[src/legv8Pkg.sv]
package legv8Pkg;

	// Datapath and field widths
	localparam int dataWidth = 64;
	localparam int instrWidth = 32;
	localparam int regWidth = 5;
	localparam int flagWidth = 4;
	localparam int opWidth = 11;

	typedef logic [dataWidth-1:0] dataWord;
	typedef logic [instrWidth-1:0] instrWord;
	typedef logic [regWidth-1:0] regIdx;
	typedef logic [flagWidth-1:0] flagBits;
	typedef logic [opWidth-1:0] opField;

	// Flag positions, stored as {carry, zero, overflow, negative}
	localparam int flagC = 3;
	localparam int flagZ = 2;
	localparam int flagV = 1;
	localparam int flagN = 0;

	// BL writes the return address here
	localparam regIdx linkReg = 5'd30;

	// Opcode patterns, compared on the top bits of the instruction
	localparam logic [9:0] opAddi = 10'b1001000100;
	localparam opField opAdds = 11'b10101011000;
	localparam opField opSubs = 11'b11101011000;
	localparam opField opLdur = 11'b11111000010;
	localparam opField opStur = 11'b11111000000;
	localparam opField opBr = 11'b11010110000;
	localparam logic [5:0] opBl = 6'b100101;
	localparam logic [7:0] opCbz = 8'b10110100;
	localparam logic [7:0] opBcond = 8'b01010100;
	localparam logic [3:0] condLt = 4'b1011;

	typedef enum logic [2:0] {
		aluPassB = 3'b000,
		aluAdd = 3'b010,
		aluSub = 3'b011,
		aluNone = 3'b111
	} aluOp;

	typedef enum logic [3:0] {
		clsAddi, clsAdds, clsSubs, clsLdur, clsStur,
		clsBl, clsBr, clsCbz, clsBlt, clsIllegal
	} instrClass;

	typedef struct packed {
		logic valid;
		instrClass cls;
		aluOp op;
		dataWord operandA;
		dataWord operandB;
		regIdx dest;
		dataWord branchOffset; // signed, in words
		dataWord pc;
	} decodedBundle;

	typedef struct packed {
		logic valid;
		instrClass cls;
		dataWord result;
		flagBits aluFlags;
		regIdx dest;
		dataWord branchOffset;
		dataWord pc;
	} executedBundle;

	typedef struct packed {
		logic valid;
		logic writeEn;
		regIdx dest;
		dataWord data;
		logic branchTaken;
		dataWord branchTarget;
		flagBits flags;
		logic illegal;
	} resultBundle;

endpackage

[src/aluControlUnit.sv]
`timescale 1ns/1ps

module aluControlUnit (
	input legv8Pkg::opField opcode,
	input logic aluOn,
	input logic sign,
	output legv8Pkg::aluOp aluCntrl
);
	import legv8Pkg::*;

	// Opcode slices per instruction format
	logic [9:0] iOp;
	logic [7:0] cbOp;
	logic [5:0] bOp;

	assign iOp = opcode[10:1];
	assign cbOp = opcode[10:3];
	assign bOp = opcode[10:5];

	always_comb begin
		// ALU not needed
		if (!aluOn) begin
			aluCntrl = aluNone;
		end

		else begin
			// ADDI and ADDS
			if (iOp == opAddi || opcode == opAdds) begin
				aluCntrl = aluAdd;
			end

			// LDUR and STUR, offset sign picks add or subtract
			else if (opcode == opStur || opcode == opLdur) begin
				aluCntrl = aluOp'({2'b01, sign});
			end

			// SUBS
			else if (opcode == opSubs) begin
				aluCntrl = aluSub;
			end

			// BL computes the link value
			else if (bOp == opBl) begin
				aluCntrl = aluAdd;
			end

			// BR
			else if (opcode == opBr) begin
				aluCntrl = aluPassB;
			end

			// CBZ
			else if (cbOp == opCbz) begin
				aluCntrl = aluPassB;
			end

			// B.cond
			else if (cbOp == opBcond) begin
				aluCntrl = aluPassB;
			end

			// Unsupported encodings
			else begin
				aluCntrl = aluNone;
			end
		end
	end

endmodule

[src/opcodeDecoder.sv]
`timescale 1ns/1ps

module opcodeDecoder (
	input logic clk,
	input logic rstN,
	input logic inValid,
	input legv8Pkg::instrWord instr,
	input legv8Pkg::dataWord regA,
	input legv8Pkg::dataWord regB,
	input legv8Pkg::dataWord pc,
	output legv8Pkg::decodedBundle dec
);
	import legv8Pkg::*;

	opField opcode;
	instrClass cls;
	aluOp op;
	logic aluOn;
	logic [8:0] ldOff;
	logic [8:0] offMag;
	decodedBundle decNext;

	assign opcode = instr[31:21];

	// D-type offset as sign and magnitude
	assign ldOff = instr[20:12];
	assign offMag = ldOff[8] ? (~ldOff + 9'd1) : ldOff;

	// Checked in the same order as the ALU control unit
	always_comb begin
		if (instr[31:22] == opAddi) begin
			cls = clsAddi;
		end else if (opcode == opAdds) begin
			cls = clsAdds;
		end else if (opcode == opStur) begin
			cls = clsStur;
		end else if (opcode == opLdur) begin
			cls = clsLdur;
		end else if (opcode == opSubs) begin
			cls = clsSubs;
		end else if (opcode[10:5] == opBl) begin
			cls = clsBl;
		end else if (opcode == opBr) begin
			cls = clsBr;
		end else if (opcode[10:3] == opCbz) begin
			cls = clsCbz;
		end else if (opcode[10:3] == opBcond && instr[3:0] == condLt) begin
			cls = clsBlt;
		end else begin
			cls = clsIllegal;
		end
	end

	assign aluOn = (cls != clsIllegal);

	aluControlUnit ctrl (
		.opcode(opcode),
		.aluOn(aluOn),
		.sign(ldOff[8]),
		.aluCntrl(op)
	);

	// Operand selection
	always_comb begin
		decNext = '0;
		decNext.valid = inValid;
		decNext.cls = cls;
		decNext.op = op;
		decNext.pc = pc;
		decNext.dest = instr[4:0];
		decNext.operandA = regA;
		case (cls)
			clsAddi: decNext.operandB = dataWord'(instr[21:10]);
			clsAdds, clsSubs: decNext.operandB = regB;
			clsLdur, clsStur: decNext.operandB = dataWord'(offMag);
			clsBl: begin
				decNext.operandA = pc;
				decNext.operandB = 64'd4;
				decNext.dest = linkReg;
				decNext.branchOffset = {{38{instr[25]}}, instr[25:0]};
			end
			clsBr: decNext.operandB = regA;
			clsCbz, clsBlt: begin
				decNext.operandB = regB;
				decNext.branchOffset = {{45{instr[23]}}, instr[23:5]};
			end
			default: decNext.operandA = '0;
		endcase
	end

	always_ff @(posedge clk) begin
		dec <= decNext;
		if (!rstN) begin
			dec.valid <= 1'b0;
		end
	end

	assert property (@(posedge clk) disable iff (!rstN)
		dec.valid |-> ((dec.op == aluNone) == (dec.cls == clsIllegal)))
		else $error("Decoded op and class disagree on illegal");

endmodule

[src/aluExecute.sv]
`timescale 1ns/1ps

module aluExecute (
	input logic clk,
	input logic rstN,
	input legv8Pkg::decodedBundle dec,
	output legv8Pkg::executedBundle exe
);
	import legv8Pkg::*;

	logic isSub;
	dataWord opA;
	dataWord opB;
	dataWord sum;
	logic carryOut;
	logic addOvf;
	dataWord result;
	flagBits flags;
	executedBundle exeNext;

	assign isSub = (dec.op == aluSub);
	assign opA = dec.operandA;

	// Subtract as A + ~B + 1
	assign opB = isSub ? ~dec.operandB : dec.operandB;
	assign {carryOut, sum} = {1'b0, opA} + {1'b0, opB} + {64'd0, isSub};

	// Operands agree in sign, sum does not
	assign addOvf = (opA[63] == opB[63]) && (sum[63] != opA[63]);

	always_comb begin
		flags = '0;
		case (dec.op)
			aluAdd, aluSub: begin
				result = sum;
				flags[flagC] = carryOut;
				flags[flagV] = addOvf;
			end
			aluPassB: begin
				result = dec.operandB;
			end
			default: begin
				result = '0;
			end
		endcase
		flags[flagZ] = (result == '0);
		flags[flagN] = result[63];
	end

	always_comb begin
		exeNext.valid = dec.valid;
		exeNext.cls = dec.cls;
		exeNext.result = result;
		exeNext.aluFlags = flags;
		exeNext.dest = dec.dest;
		exeNext.branchOffset = dec.branchOffset;
		exeNext.pc = dec.pc;
	end

	always_ff @(posedge clk) begin
		exe <= exeNext;
		if (!rstN) begin
			exe.valid <= 1'b0;
		end
	end

	// Zero flag against the operands of the previous cycle
	assert property (@(posedge clk) disable iff (!rstN)
		exe.valid |-> (exe.aluFlags[flagZ] == $past(
			(dec.op == aluSub) ? (dec.operandA == dec.operandB) :
			(dec.op == aluAdd) ? (dec.operandA + dec.operandB == '0) :
			(dec.op == aluPassB) ? (dec.operandB == '0) : 1'b1)))
		else $error("Zero flag does not match result");

endmodule

[src/branchResolve.sv]
`timescale 1ns/1ps

module branchResolve (
	input logic clk,
	input logic rstN,
	input legv8Pkg::executedBundle exe,
	output legv8Pkg::resultBundle res
);
	import legv8Pkg::*;

	flagBits flagReg;
	flagBits flagsNext;
	logic setsFlags;
	logic lessThan;
	dataWord target;
	resultBundle resNext;

	// Only ADDS and SUBS touch the flag register
	assign setsFlags = exe.valid && (exe.cls == clsAdds || exe.cls == clsSubs);
	assign flagsNext = setsFlags ? exe.aluFlags : flagReg;

	// B.LT sees the flags left by older instructions
	assign lessThan = flagReg[flagN] != flagReg[flagV];

	// Word offset scaled to bytes
	assign target = exe.pc + {exe.branchOffset[61:0], 2'b00};

	always_comb begin
		resNext = '0;
		resNext.valid = exe.valid;
		resNext.flags = flagsNext;
		resNext.data = exe.result;
		case (exe.cls)
			clsAddi, clsAdds, clsSubs, clsLdur: begin
				resNext.writeEn = exe.valid;
			end
			clsBl: begin
				resNext.writeEn = exe.valid;
				resNext.branchTaken = exe.valid;
				resNext.branchTarget = target;
			end
			clsBr: begin
				resNext.branchTaken = exe.valid;
				resNext.branchTarget = exe.result;
			end
			clsCbz: begin
				resNext.branchTaken = exe.valid && exe.aluFlags[flagZ];
				resNext.branchTarget = target;
			end
			clsBlt: begin
				resNext.branchTaken = exe.valid && lessThan;
				resNext.branchTarget = target;
			end
			clsIllegal: begin
				resNext.illegal = exe.valid;
				resNext.data = '0;
			end
			default: begin
				// STUR reports only its address
				resNext.writeEn = 1'b0;
			end
		endcase
		resNext.dest = resNext.writeEn ? exe.dest : '0;
	end

	always_ff @(posedge clk) begin
		if (!rstN) begin
			flagReg <= '0;
		end else begin
			flagReg <= flagsNext;
		end
	end

	always_ff @(posedge clk) begin
		res <= resNext;
		if (!rstN) begin
			res.valid <= 1'b0;
			res.writeEn <= 1'b0;
			res.branchTaken <= 1'b0;
			res.illegal <= 1'b0;
			res.flags <= '0;
		end
	end

	// Only a BL both links and branches, writing pc + 4 to the link register
	assert property (@(posedge clk) disable iff (!rstN)
		(res.branchTaken && res.writeEn) |-> ($past(exe.cls) == clsBl
			&& res.dest == linkReg && res.data == $past(exe.pc) + 64'd4))
		else $error("Branch with writeback from a non-BL instruction");

endmodule

[src/legv8ExecCore.sv]
`timescale 1ns/1ps

module legv8ExecCore (
	input logic clk,
	input logic rstN,
	input logic inValid,
	input legv8Pkg::instrWord instr,
	input legv8Pkg::dataWord regA,
	input legv8Pkg::dataWord regB,
	input legv8Pkg::dataWord pc,
	output legv8Pkg::resultBundle res
);
	import legv8Pkg::*;

	// Stage to stage bundles
	decodedBundle dec;
	executedBundle exe;

	opcodeDecoder decode (
		.clk(clk),
		.rstN(rstN),
		.inValid(inValid),
		.instr(instr),
		.regA(regA),
		.regB(regB),
		.pc(pc),
		.dec(dec)
	);

	aluExecute execute (
		.clk(clk),
		.rstN(rstN),
		.dec(dec),
		.exe(exe)
	);

	// Flags, branches and writeback report
	branchResolve resolve (
		.clk(clk),
		.rstN(rstN),
		.exe(exe),
		.res(res)
	);

endmodule

[config.mk]
export PLATFORM = sky130hd
export DESIGN_NAME = legv8ExecCore
export DESIGN_NICKNAME = d
export VERILOG_FILES = /design/src/legv8Pkg.sv /design/src/aluControlUnit.sv /design/src/opcodeDecoder.sv /design/src/aluExecute.sv /design/src/branchResolve.sv /design/src/legv8ExecCore.sv
export SDC_FILE = /design/constraint.sdc
export NUM_CORES = 1
export LEC_CHECK = 0
export CAP_MARGIN = 40
export CORE_ASPECT_RATIO = 1.5
export CORE_UTILIZATION = 50
export DETAILED_ROUTE_END_ITERATION = 6
export DONT_BUFFER_PORTS = 1
export PLACE_DENSITY = 0.76
export SYNTH_ARGS = -nofsm -noshare
export SYNTH_HDL_FRONTEND = slang
export SYNTH_SLANG_ARGS = --single-unit
[constraint.sdc]
create_clock -name clk -period 5.2 [get_ports clk]
set_clock_uncertainty 0.1 [all_clocks]
set_input_delay 1.04 -clock clk [delete_from_list [all_inputs] [get_ports clk]]
set_output_delay 1.04 -clock clk [all_outputs]
set_load 0.01 [all_outputs]
==> summary.txt, run 1 <==
status = finished, final reports clean
CP required = 5590 ps
leakage = 10.5 nW
Synth Area in Simple Gates = 13.3%
Synth area leader = dfxtp_1
final worst-path setup slack = 305 ps
final hold violation count = 0
Yosys reg bits = 539
worst hold path class = flop to flop
register clock-pin slew on the reported worst setup and hold paths = 70 ps
CTS tree = built
die height = 264 um
Iter 0 DRT Violations = 1,285
startpoint type of the worst setup path = flop
number of flops mapped to enable cells by yosys = 0
antenna fix cells = 0
Core Util, Final = 56.1%
drt total wl = 70,400 um
Final setup viols = 0
RePlAce Congestion = 1.04
critical path arrival = 5290 ps
Final Non-Filler Cells = 2,984
Core ar. = 44,900 um^2
DP Worst Slack = 169 ps
Initial Util = 50.9%
setup repair bufs after CTS = 0
synthesis-to-layout area growth = 10.3%
layout cells sized above 1 = 7.45%
die area = 46,600 um^2
placed insts = 2,893
sequential fraction of the synthesis area = 47.2%
initial antenna violation count = 1
power density over the cells = 318 nW/um^2
total of max-cap violations = 0
first-pass GRT wire length = 106,000 um
routed via count = 18,100
Peak Freq = 0.204 GHz
Die Wd = 177 um
clk_lat worst skew = 570 ps
min cycle time layout = 4890 ps
vias in the first global route = 18,300
maximum VDD drop = 0.000244 V
Synthesized Nets = 2,740
Post-Synth Adder-Cell Area = 7.40%
grt total ovfl = 0
Critical Path Sink Type = flop
CTS buffer count = 49
TNS Setup = 0 ps
YS warnings = 0
H-tree Lvls = 2
PortBufs = 0
Power Total = 8.03 mW
Slew Viols, Final = 0
Synth top area share = 47.2%
xor/xnor share of the synthesized area = 7.28%
top post-synthesis cells by area = dfxtp_1 47%, ha_1 7.2%, a22o_1 5.8%
largest family of logic cells by synthesized area = compound AO/OA/AOI/OAI gates
CTS resizes = 0
GRT Total Usage = 29.6%
Rows = 95
Synth Flop Type = dfxtp_1
Layout Nets = 2,723
WL/cell = 23.6 um
Pre-Repair DR Iteration Count = 7
Final ANT Viol Nets = 0
DR vias/cell = 6.06
Tightest Pin Transition = 858 ps
max_slew headroom = 42.0%
Synth Instances = 2,379
Post-DP HPWL = 55,200 um
largest net degree at the start of global routing = 69
fin area = 25,200 um^2
Synth async-reset ratio = 0%
Hold Buf Count CTS = 0
Worst Setup Path Type = flop to flop
Compound-Gate Fraction of Synth Area = 22.0%
detailed-route DRC error count = 0
clock tree buffer depth = 3
Cell Area, Synth = 22,900 um^2
worst hold slack = 224 ps
peak fanout along the critical path = 29
commonest non-fill, non-tap cell in the layout = dfxtp_1
Worst R2R Path Depth = 19
Hold Path Depth = 0
mux contribution to synthesized area = 0.131%
Yosys cell types = 87
RSZ-0062 raised after global routing = false
Placed Instance Area = 23,600 um^2
CTS sink count = 539
Avg Inst Size Synth = 9.61 um^2
commonest non-fill, non-tap cells in the layout = 538 x dfxtp_1, 248 x nand2_1, 165 x o21ai_0, 152 x a22o_1, 150 x a21oi_1
CTS root buffer = clkbuf_16
I/O pin count = 368
fin crit share = 94.1%
fill cell count = 3,947
==> power breakdown <==
part	switching (mW)	internal, mW	total (mW)	leakage (nW)
combinational	0.186	0.123	0.309	5.33
clock	1.57	1.91	3.49	0.783
sequential	0.0329	4.21	4.24	4.40
total	1.79	6.24	8.03	10.5
==> cells by family (layout without fill, tap and decap cells) <==
kind of cell    count (synthesis)  count (layout)
flops                         539             539
mux                             3               3
fa+ha+maj                     134             134
xor+xnor                      190             190
simple gates                  616             616
compound gates                740             740
buf+inv                       157             180
==> metal layers <==
metal / part of all wire (%) / global-route usage, % / vias up / routed length, um
met2: 52 / 54.4 / 763 / 36500
met1: 37 / 31.8 / 8600 / 25800
met5: 0.024 / 0 / - / 17
met4: 6.1 / 17.0 / 2 / 4320
met3: 5.3 / 4.07 / 217 / 3760
li1: - / - / 8510 / -
==> area by class of cell <==
cell class / count / area (um^2) / share of cell area, %
multi-input combinational: 1683 / 11600 / 45.8
sequential: 539 / 10800 / 42.8
clock buffer: 63 / 1350 / 5.35
tap: 582 / 728 / 2.89
timing repair buffer: 54 / 442 / 1.75
clock inverter: 28 / 226 / 0.898
inverter: 35 / 131 / 0.521
==> registers in the layout, summed over array words and instances, names as in the netlist <==
signal / cells
resolve.res: 137
execute.exe: 167
decode.dec: 231
resolve.flagReg: 4
==> worst paths after layout <==
check / start / end / slack (ps)
max reg2reg: decode.dec[262]$_SDFF_PP1_ / execute.exe[135]$_DFF_P_ / 310
min reg2reg: decode.dec[21]$_DFF_P_ / execute.exe[21]$_DFF_P_ / 220
min: decode.dec[21]$_DFF_P_ / execute.exe[21]$_DFF_P_ / 220
max: decode.dec[262]$_SDFF_PP1_ / execute.exe[135]$_DFF_P_ / 310
==> critical path: stages (launching register included) <==
cell       delay (ps)
dfxtp_1           350
nor2b_4           180
nand2_4            90
buf_12            190
xnor2_1           160
ha_1              400
and4_1            260
nor2b_1           230
nand2_1            80
o31a_1            310
o211a_1           300
a2111oi_1         400
buf_4             190
a31oi_1           150
xor2_1            160
o21ai_1            90
or4_1             550
nor4_2            260
nand4_1           130
nor3_2            190
==> synth_stat cells, types with 6 or more instances <==
| cell type | count |
|---|---|
| nor2_1 | 91 |
| inv_1 | 35 |
| xnor2_1 | 138 |
| or3_1 | 8 |
| o31ai_1 | 13 |
| or4_1 | 9 |
| nor3_1 | 23 |
| o211ai_1 | 6 |
| or2_2 | 8 |
| a222oi_1 | 10 |
| nand4_1 | 34 |
| xor2_1 | 52 |
| nor4_1 | 13 |
| o21ai_1 | 17 |
| a22o_1 | 152 |
| clkbuf_1 | 103 |
| nand2b_1 | 14 |
| and3_1 | 10 |
| o21bai_1 | 19 |
| a211oi_1 | 12 |
| ha_1 | 132 |
| dfxtp_1 | 539 |
| o21ai_0 | 165 |
| o21a_1 | 24 |
| a211o_1 | 9 |
| a21o_1 | 78 |
| a21oi_1 | 152 |
| nor2b_1 | 85 |
| a31oi_1 | 16 |
| buf_1 | 9 |
| nand2_1 | 250 |
| nand3_1 | 30 |
| and2_1 | 14 |
No activity file was read; power rests on OpenSTA's default activity.
==> inputs of run 2 (changes only) <==
--- a/config.mk
+++ b/config.mk
@@ -10,7 +10,7 @@
 export CORE_UTILIZATION = 50
 export DETAILED_ROUTE_END_ITERATION = 6
 export DONT_BUFFER_PORTS = 1
-export PLACE_DENSITY = 0.76
+export PLACE_DENSITY = 0.73
 export SYNTH_ARGS = -nofsm -noshare
 export SYNTH_HDL_FRONTEND = slang
 export SYNTH_SLANG_ARGS = --single-unit
==> constraint.sdc (replaced) <==
create_clock -name clk -period 6.24 [get_ports clk]
set_clock_uncertainty 0.1 [all_clocks]
set_input_delay 1.248 -clock clk [delete_from_list [all_inputs] [get_ports clk]]
set_output_delay 1.248 -clock clk [all_outputs]
set_load 0.01 [all_outputs]
==> run 2 against run 1 <==
Combinational power shrank 18%. Critical path type unchanged. Wire length is essentially flat. Highest routed layer unchanged. Sequential power shrank 17%. Critical endpoint unchanged. Non-clock buffer count decreased by 34. Core utilization shrank 0.68 points.
==> summary.txt, run 2 (synthesis gave the netlist of run 1 again) <==
Worst R2R Path Depth = 18 (-1)
placed insts = 2,859 (-1.2%)
Top Registers = decode.dec x231, execute.exe x167, resolve.res x137
Final setup viols = 0 (unchanged)
top routing layer in use = met5
layout cells sized above 1 = 5.63% (-1.8 points)
worst hold path class = flop to flop
Iter 0 DRT Violations = 1,186 (-7.7%)
commonest non-fill, non-tap cells in the layout = 539 x dfxtp_1, 248 x nand2_1, 165 x o21ai_0, 152 x a22o_1, 151 x a21oi_1
antenna fix cells = 0 (unchanged)
routed length on met2 = 36,800 um (+0.71%)
leakage = 10.3 nW (-2.0%)
Power Total = 6.76 mW (-16%)
CTS buffer count = 48 (-2.0%)
setup repair bufs after CTS = 0 (unchanged)
critical path arrival = 5980 ps (+690 ps)
Hold Buf Count CTS = 0 (unchanged)
die area = 46,600 um^2 (unchanged)
CTS root buffer = clkbuf_16
first-pass GRT wire length = 105,000 um (-0.92%)
Post-DP HPWL = 55,000 um (-0.34%)
Peak Freq = 0.179 GHz (-12%)
Die Wd = 177 um (unchanged)
CTS tree = built
RSZ-0062 raised after global routing = false
detailed-route DRC error count = 0 (unchanged)
drt total wl = 70,400 um (about the same)
Crit path largest cell delay = 700 ps (+150 ps)
min cycle time layout = 5590 ps (+694 ps)
max_slew headroom = 36.5% (-5.5 points)
clk_lat worst skew = 580 ps (about the same)
capturing point of the worst reg2reg path = execute.exe[135]$_DFF_P_
Layout Nets = 2,688 (-1.3%)
clock tree buffer depth = 3 (unchanged)
status = finished, final reports clean
vias in the first global route = 18,000 (-1.6%)
PortBufs = 0 (unchanged)
Tightest Pin Transition = 942 ps (+84.0 ps)
Reg with most FFs = decode.dec
GRT Total Usage = 29.5% (-0.11 points)
TNS Setup = 0 ps (unchanged)
commonest non-fill, non-tap cell in the layout = dfxtp_1
maximum VDD drop = 0.000232 V (-4.9%)
Final ANT Viol Nets = 0 (unchanged)
Worst Setup Path Type = flop to flop
total of max-cap violations = 0 (unchanged)
routed via count = 17,800 (-1.8%)
largest net degree at the start of global routing = 70 (+1.4%)
synthesis-to-layout area growth = 8.97%
crit path launch = decode.dec[262]$_SDFF_PP1_
Critical-path top delay cell = a2111oi_0
register clock-pin slew on the reported worst setup and hold paths = 70 ps (about the same)
FF-to-FF Start = decode.dec[262]$_SDFF_PP1_
DR WL met3 = 3560 um (-5.3%)
final hold violation count = 0 (unchanged)
CTS sink count = 539 (unchanged)
DRT met1 WL = 26,000 um (+0.66%)
CTS resizes = 0 (unchanged)
DR vias/cell = 6.04 (-0.46%)
number of flip-flops in the largest register = 231 (unchanged)
grt total ovfl = 0 (unchanged)
CP required = 6640 ps (+1050 ps)
Hold Path Depth = 0 (unchanged)
end point of the critical path = execute.exe[135]$_DFF_P_
R2R setup slack = 650 ps (+350 ps)
RePlAce Congestion = 0.978 (-5.9%)
H-tree Lvls = 2 (unchanged)
power density over the cells = 271 nW/um^2 (-15%)
Rows = 95 (unchanged)
die height = 264 um (unchanged)
Initial Util = 50.9% (unchanged)
critical path cell sequence = nor2b_2, nand2_4, buf_12, xnor2_1, ha_1, a211oi_1, o21a_1, o31ai_1, nand2b_1, o211a_1, a2111oi_0, a31oi_1, xor2_1, o21ai_1, or4_1, nor4_2, nand4_1, nor3_2
WL/cell = 23.9 um (+1.3%)
Final Non-Filler Cells = 2,944 (-1.3%)
Pre-Repair DR Iteration Count = 6 (-1)
initial antenna violation count = 1 (unchanged)
Core ar. = 44,900 um^2 (unchanged)
startpoint type of the worst setup path = flop
Critical Path Sink Type = flop
I/O pin count = 368 (unchanged)
Slew Viols, Final = 0 (unchanged)
fin crit share = 89.6% (-4.6 points)
peak fanout along the critical path = 26 (-10%)
-- run 2: cell types whose count changed in the layout (fill, tap and decap cells not counted), moves of 4 or more --
cell       before  now
buf_4          51   18
inv_6           3    9
clkinv_2       14    9
bufinv_16       1    5
clkbuf_8        5    1
-- run 2: worst min-delay path by stage --
stage	from	to	slack, ps
final	decode.dec[44]$_DFF_P_	execute.exe[44]$_DFF_P_	220
after global routing	decode.dec[32]$_DFF_P_	execute.exe[32]$_DFF_P_	230
after CTS	decode.dec[44]$_DFF_P_	execute.exe[44]$_DFF_P_	220
after detailed placement	decode.dec[14]$_DFF_P_	execute.exe[14]$_DFF_P_	210
after global placement	decode.dec[129]$_SDFF_PN1_	execute.exe[129]$_DFF_P_	210
after floorplan	decode.dec[0]$_DFF_P_	execute.exe[0]$_DFF_P_	210
-- run 2: worst max-delay path, delay by kind of cell (launching register included) --
family          cells  cell delay (ps)
simple gates        7             1790
fa+ha+maj           1              440
buf+inv             1              270
xor+xnor            2              340
flops               1              440
compound gates      7             2150
-- run 2: area by class of cell --
cell class | instances | area (um^2)
fill | 4003 | 20000
clock inverter | 31 | 355
sequential | 539 | 10800
timing repair buffer | 20 | 183
clock buffer | 54 | 1230
tap | 582 | 728
multi-input combinational | 1683 | 11500
inverter | 35 | 131
-- run 2: routing by layer --
layer	vias to the layer above	GRT usage, %
met5	-	0
met4	2	16.1
met3	194	3.41
met2	736	54.6
met1	8408	32.2
li1	8428	-
-- run 2: stage by stage --
step                hold WS [ps]  worst slack, ps  utilization (%)  cell area [um^2]
floorplan                    210             1190                -             22900
CTS                          222              643             55.5             24900
global route                 227              240             55.5             24900
finish                       221              651             55.5             24900
detailed placement           212              659             51.9             23300
global placement             210              824             51.9             23300
-- run 2: report_power, final --
part / internal [mW] / total (mW) / switching, mW / leakage (nW)
Clock: 1.66 / 2.98 / 1.32 / 0.778
Combinational: 0.0985 / 0.252 / 0.154 / 5.12
Sequential: 3.50 / 3.53 / 0.0273 / 4.40
Total: 5.26 / 6.76 / 1.50 / 10.3
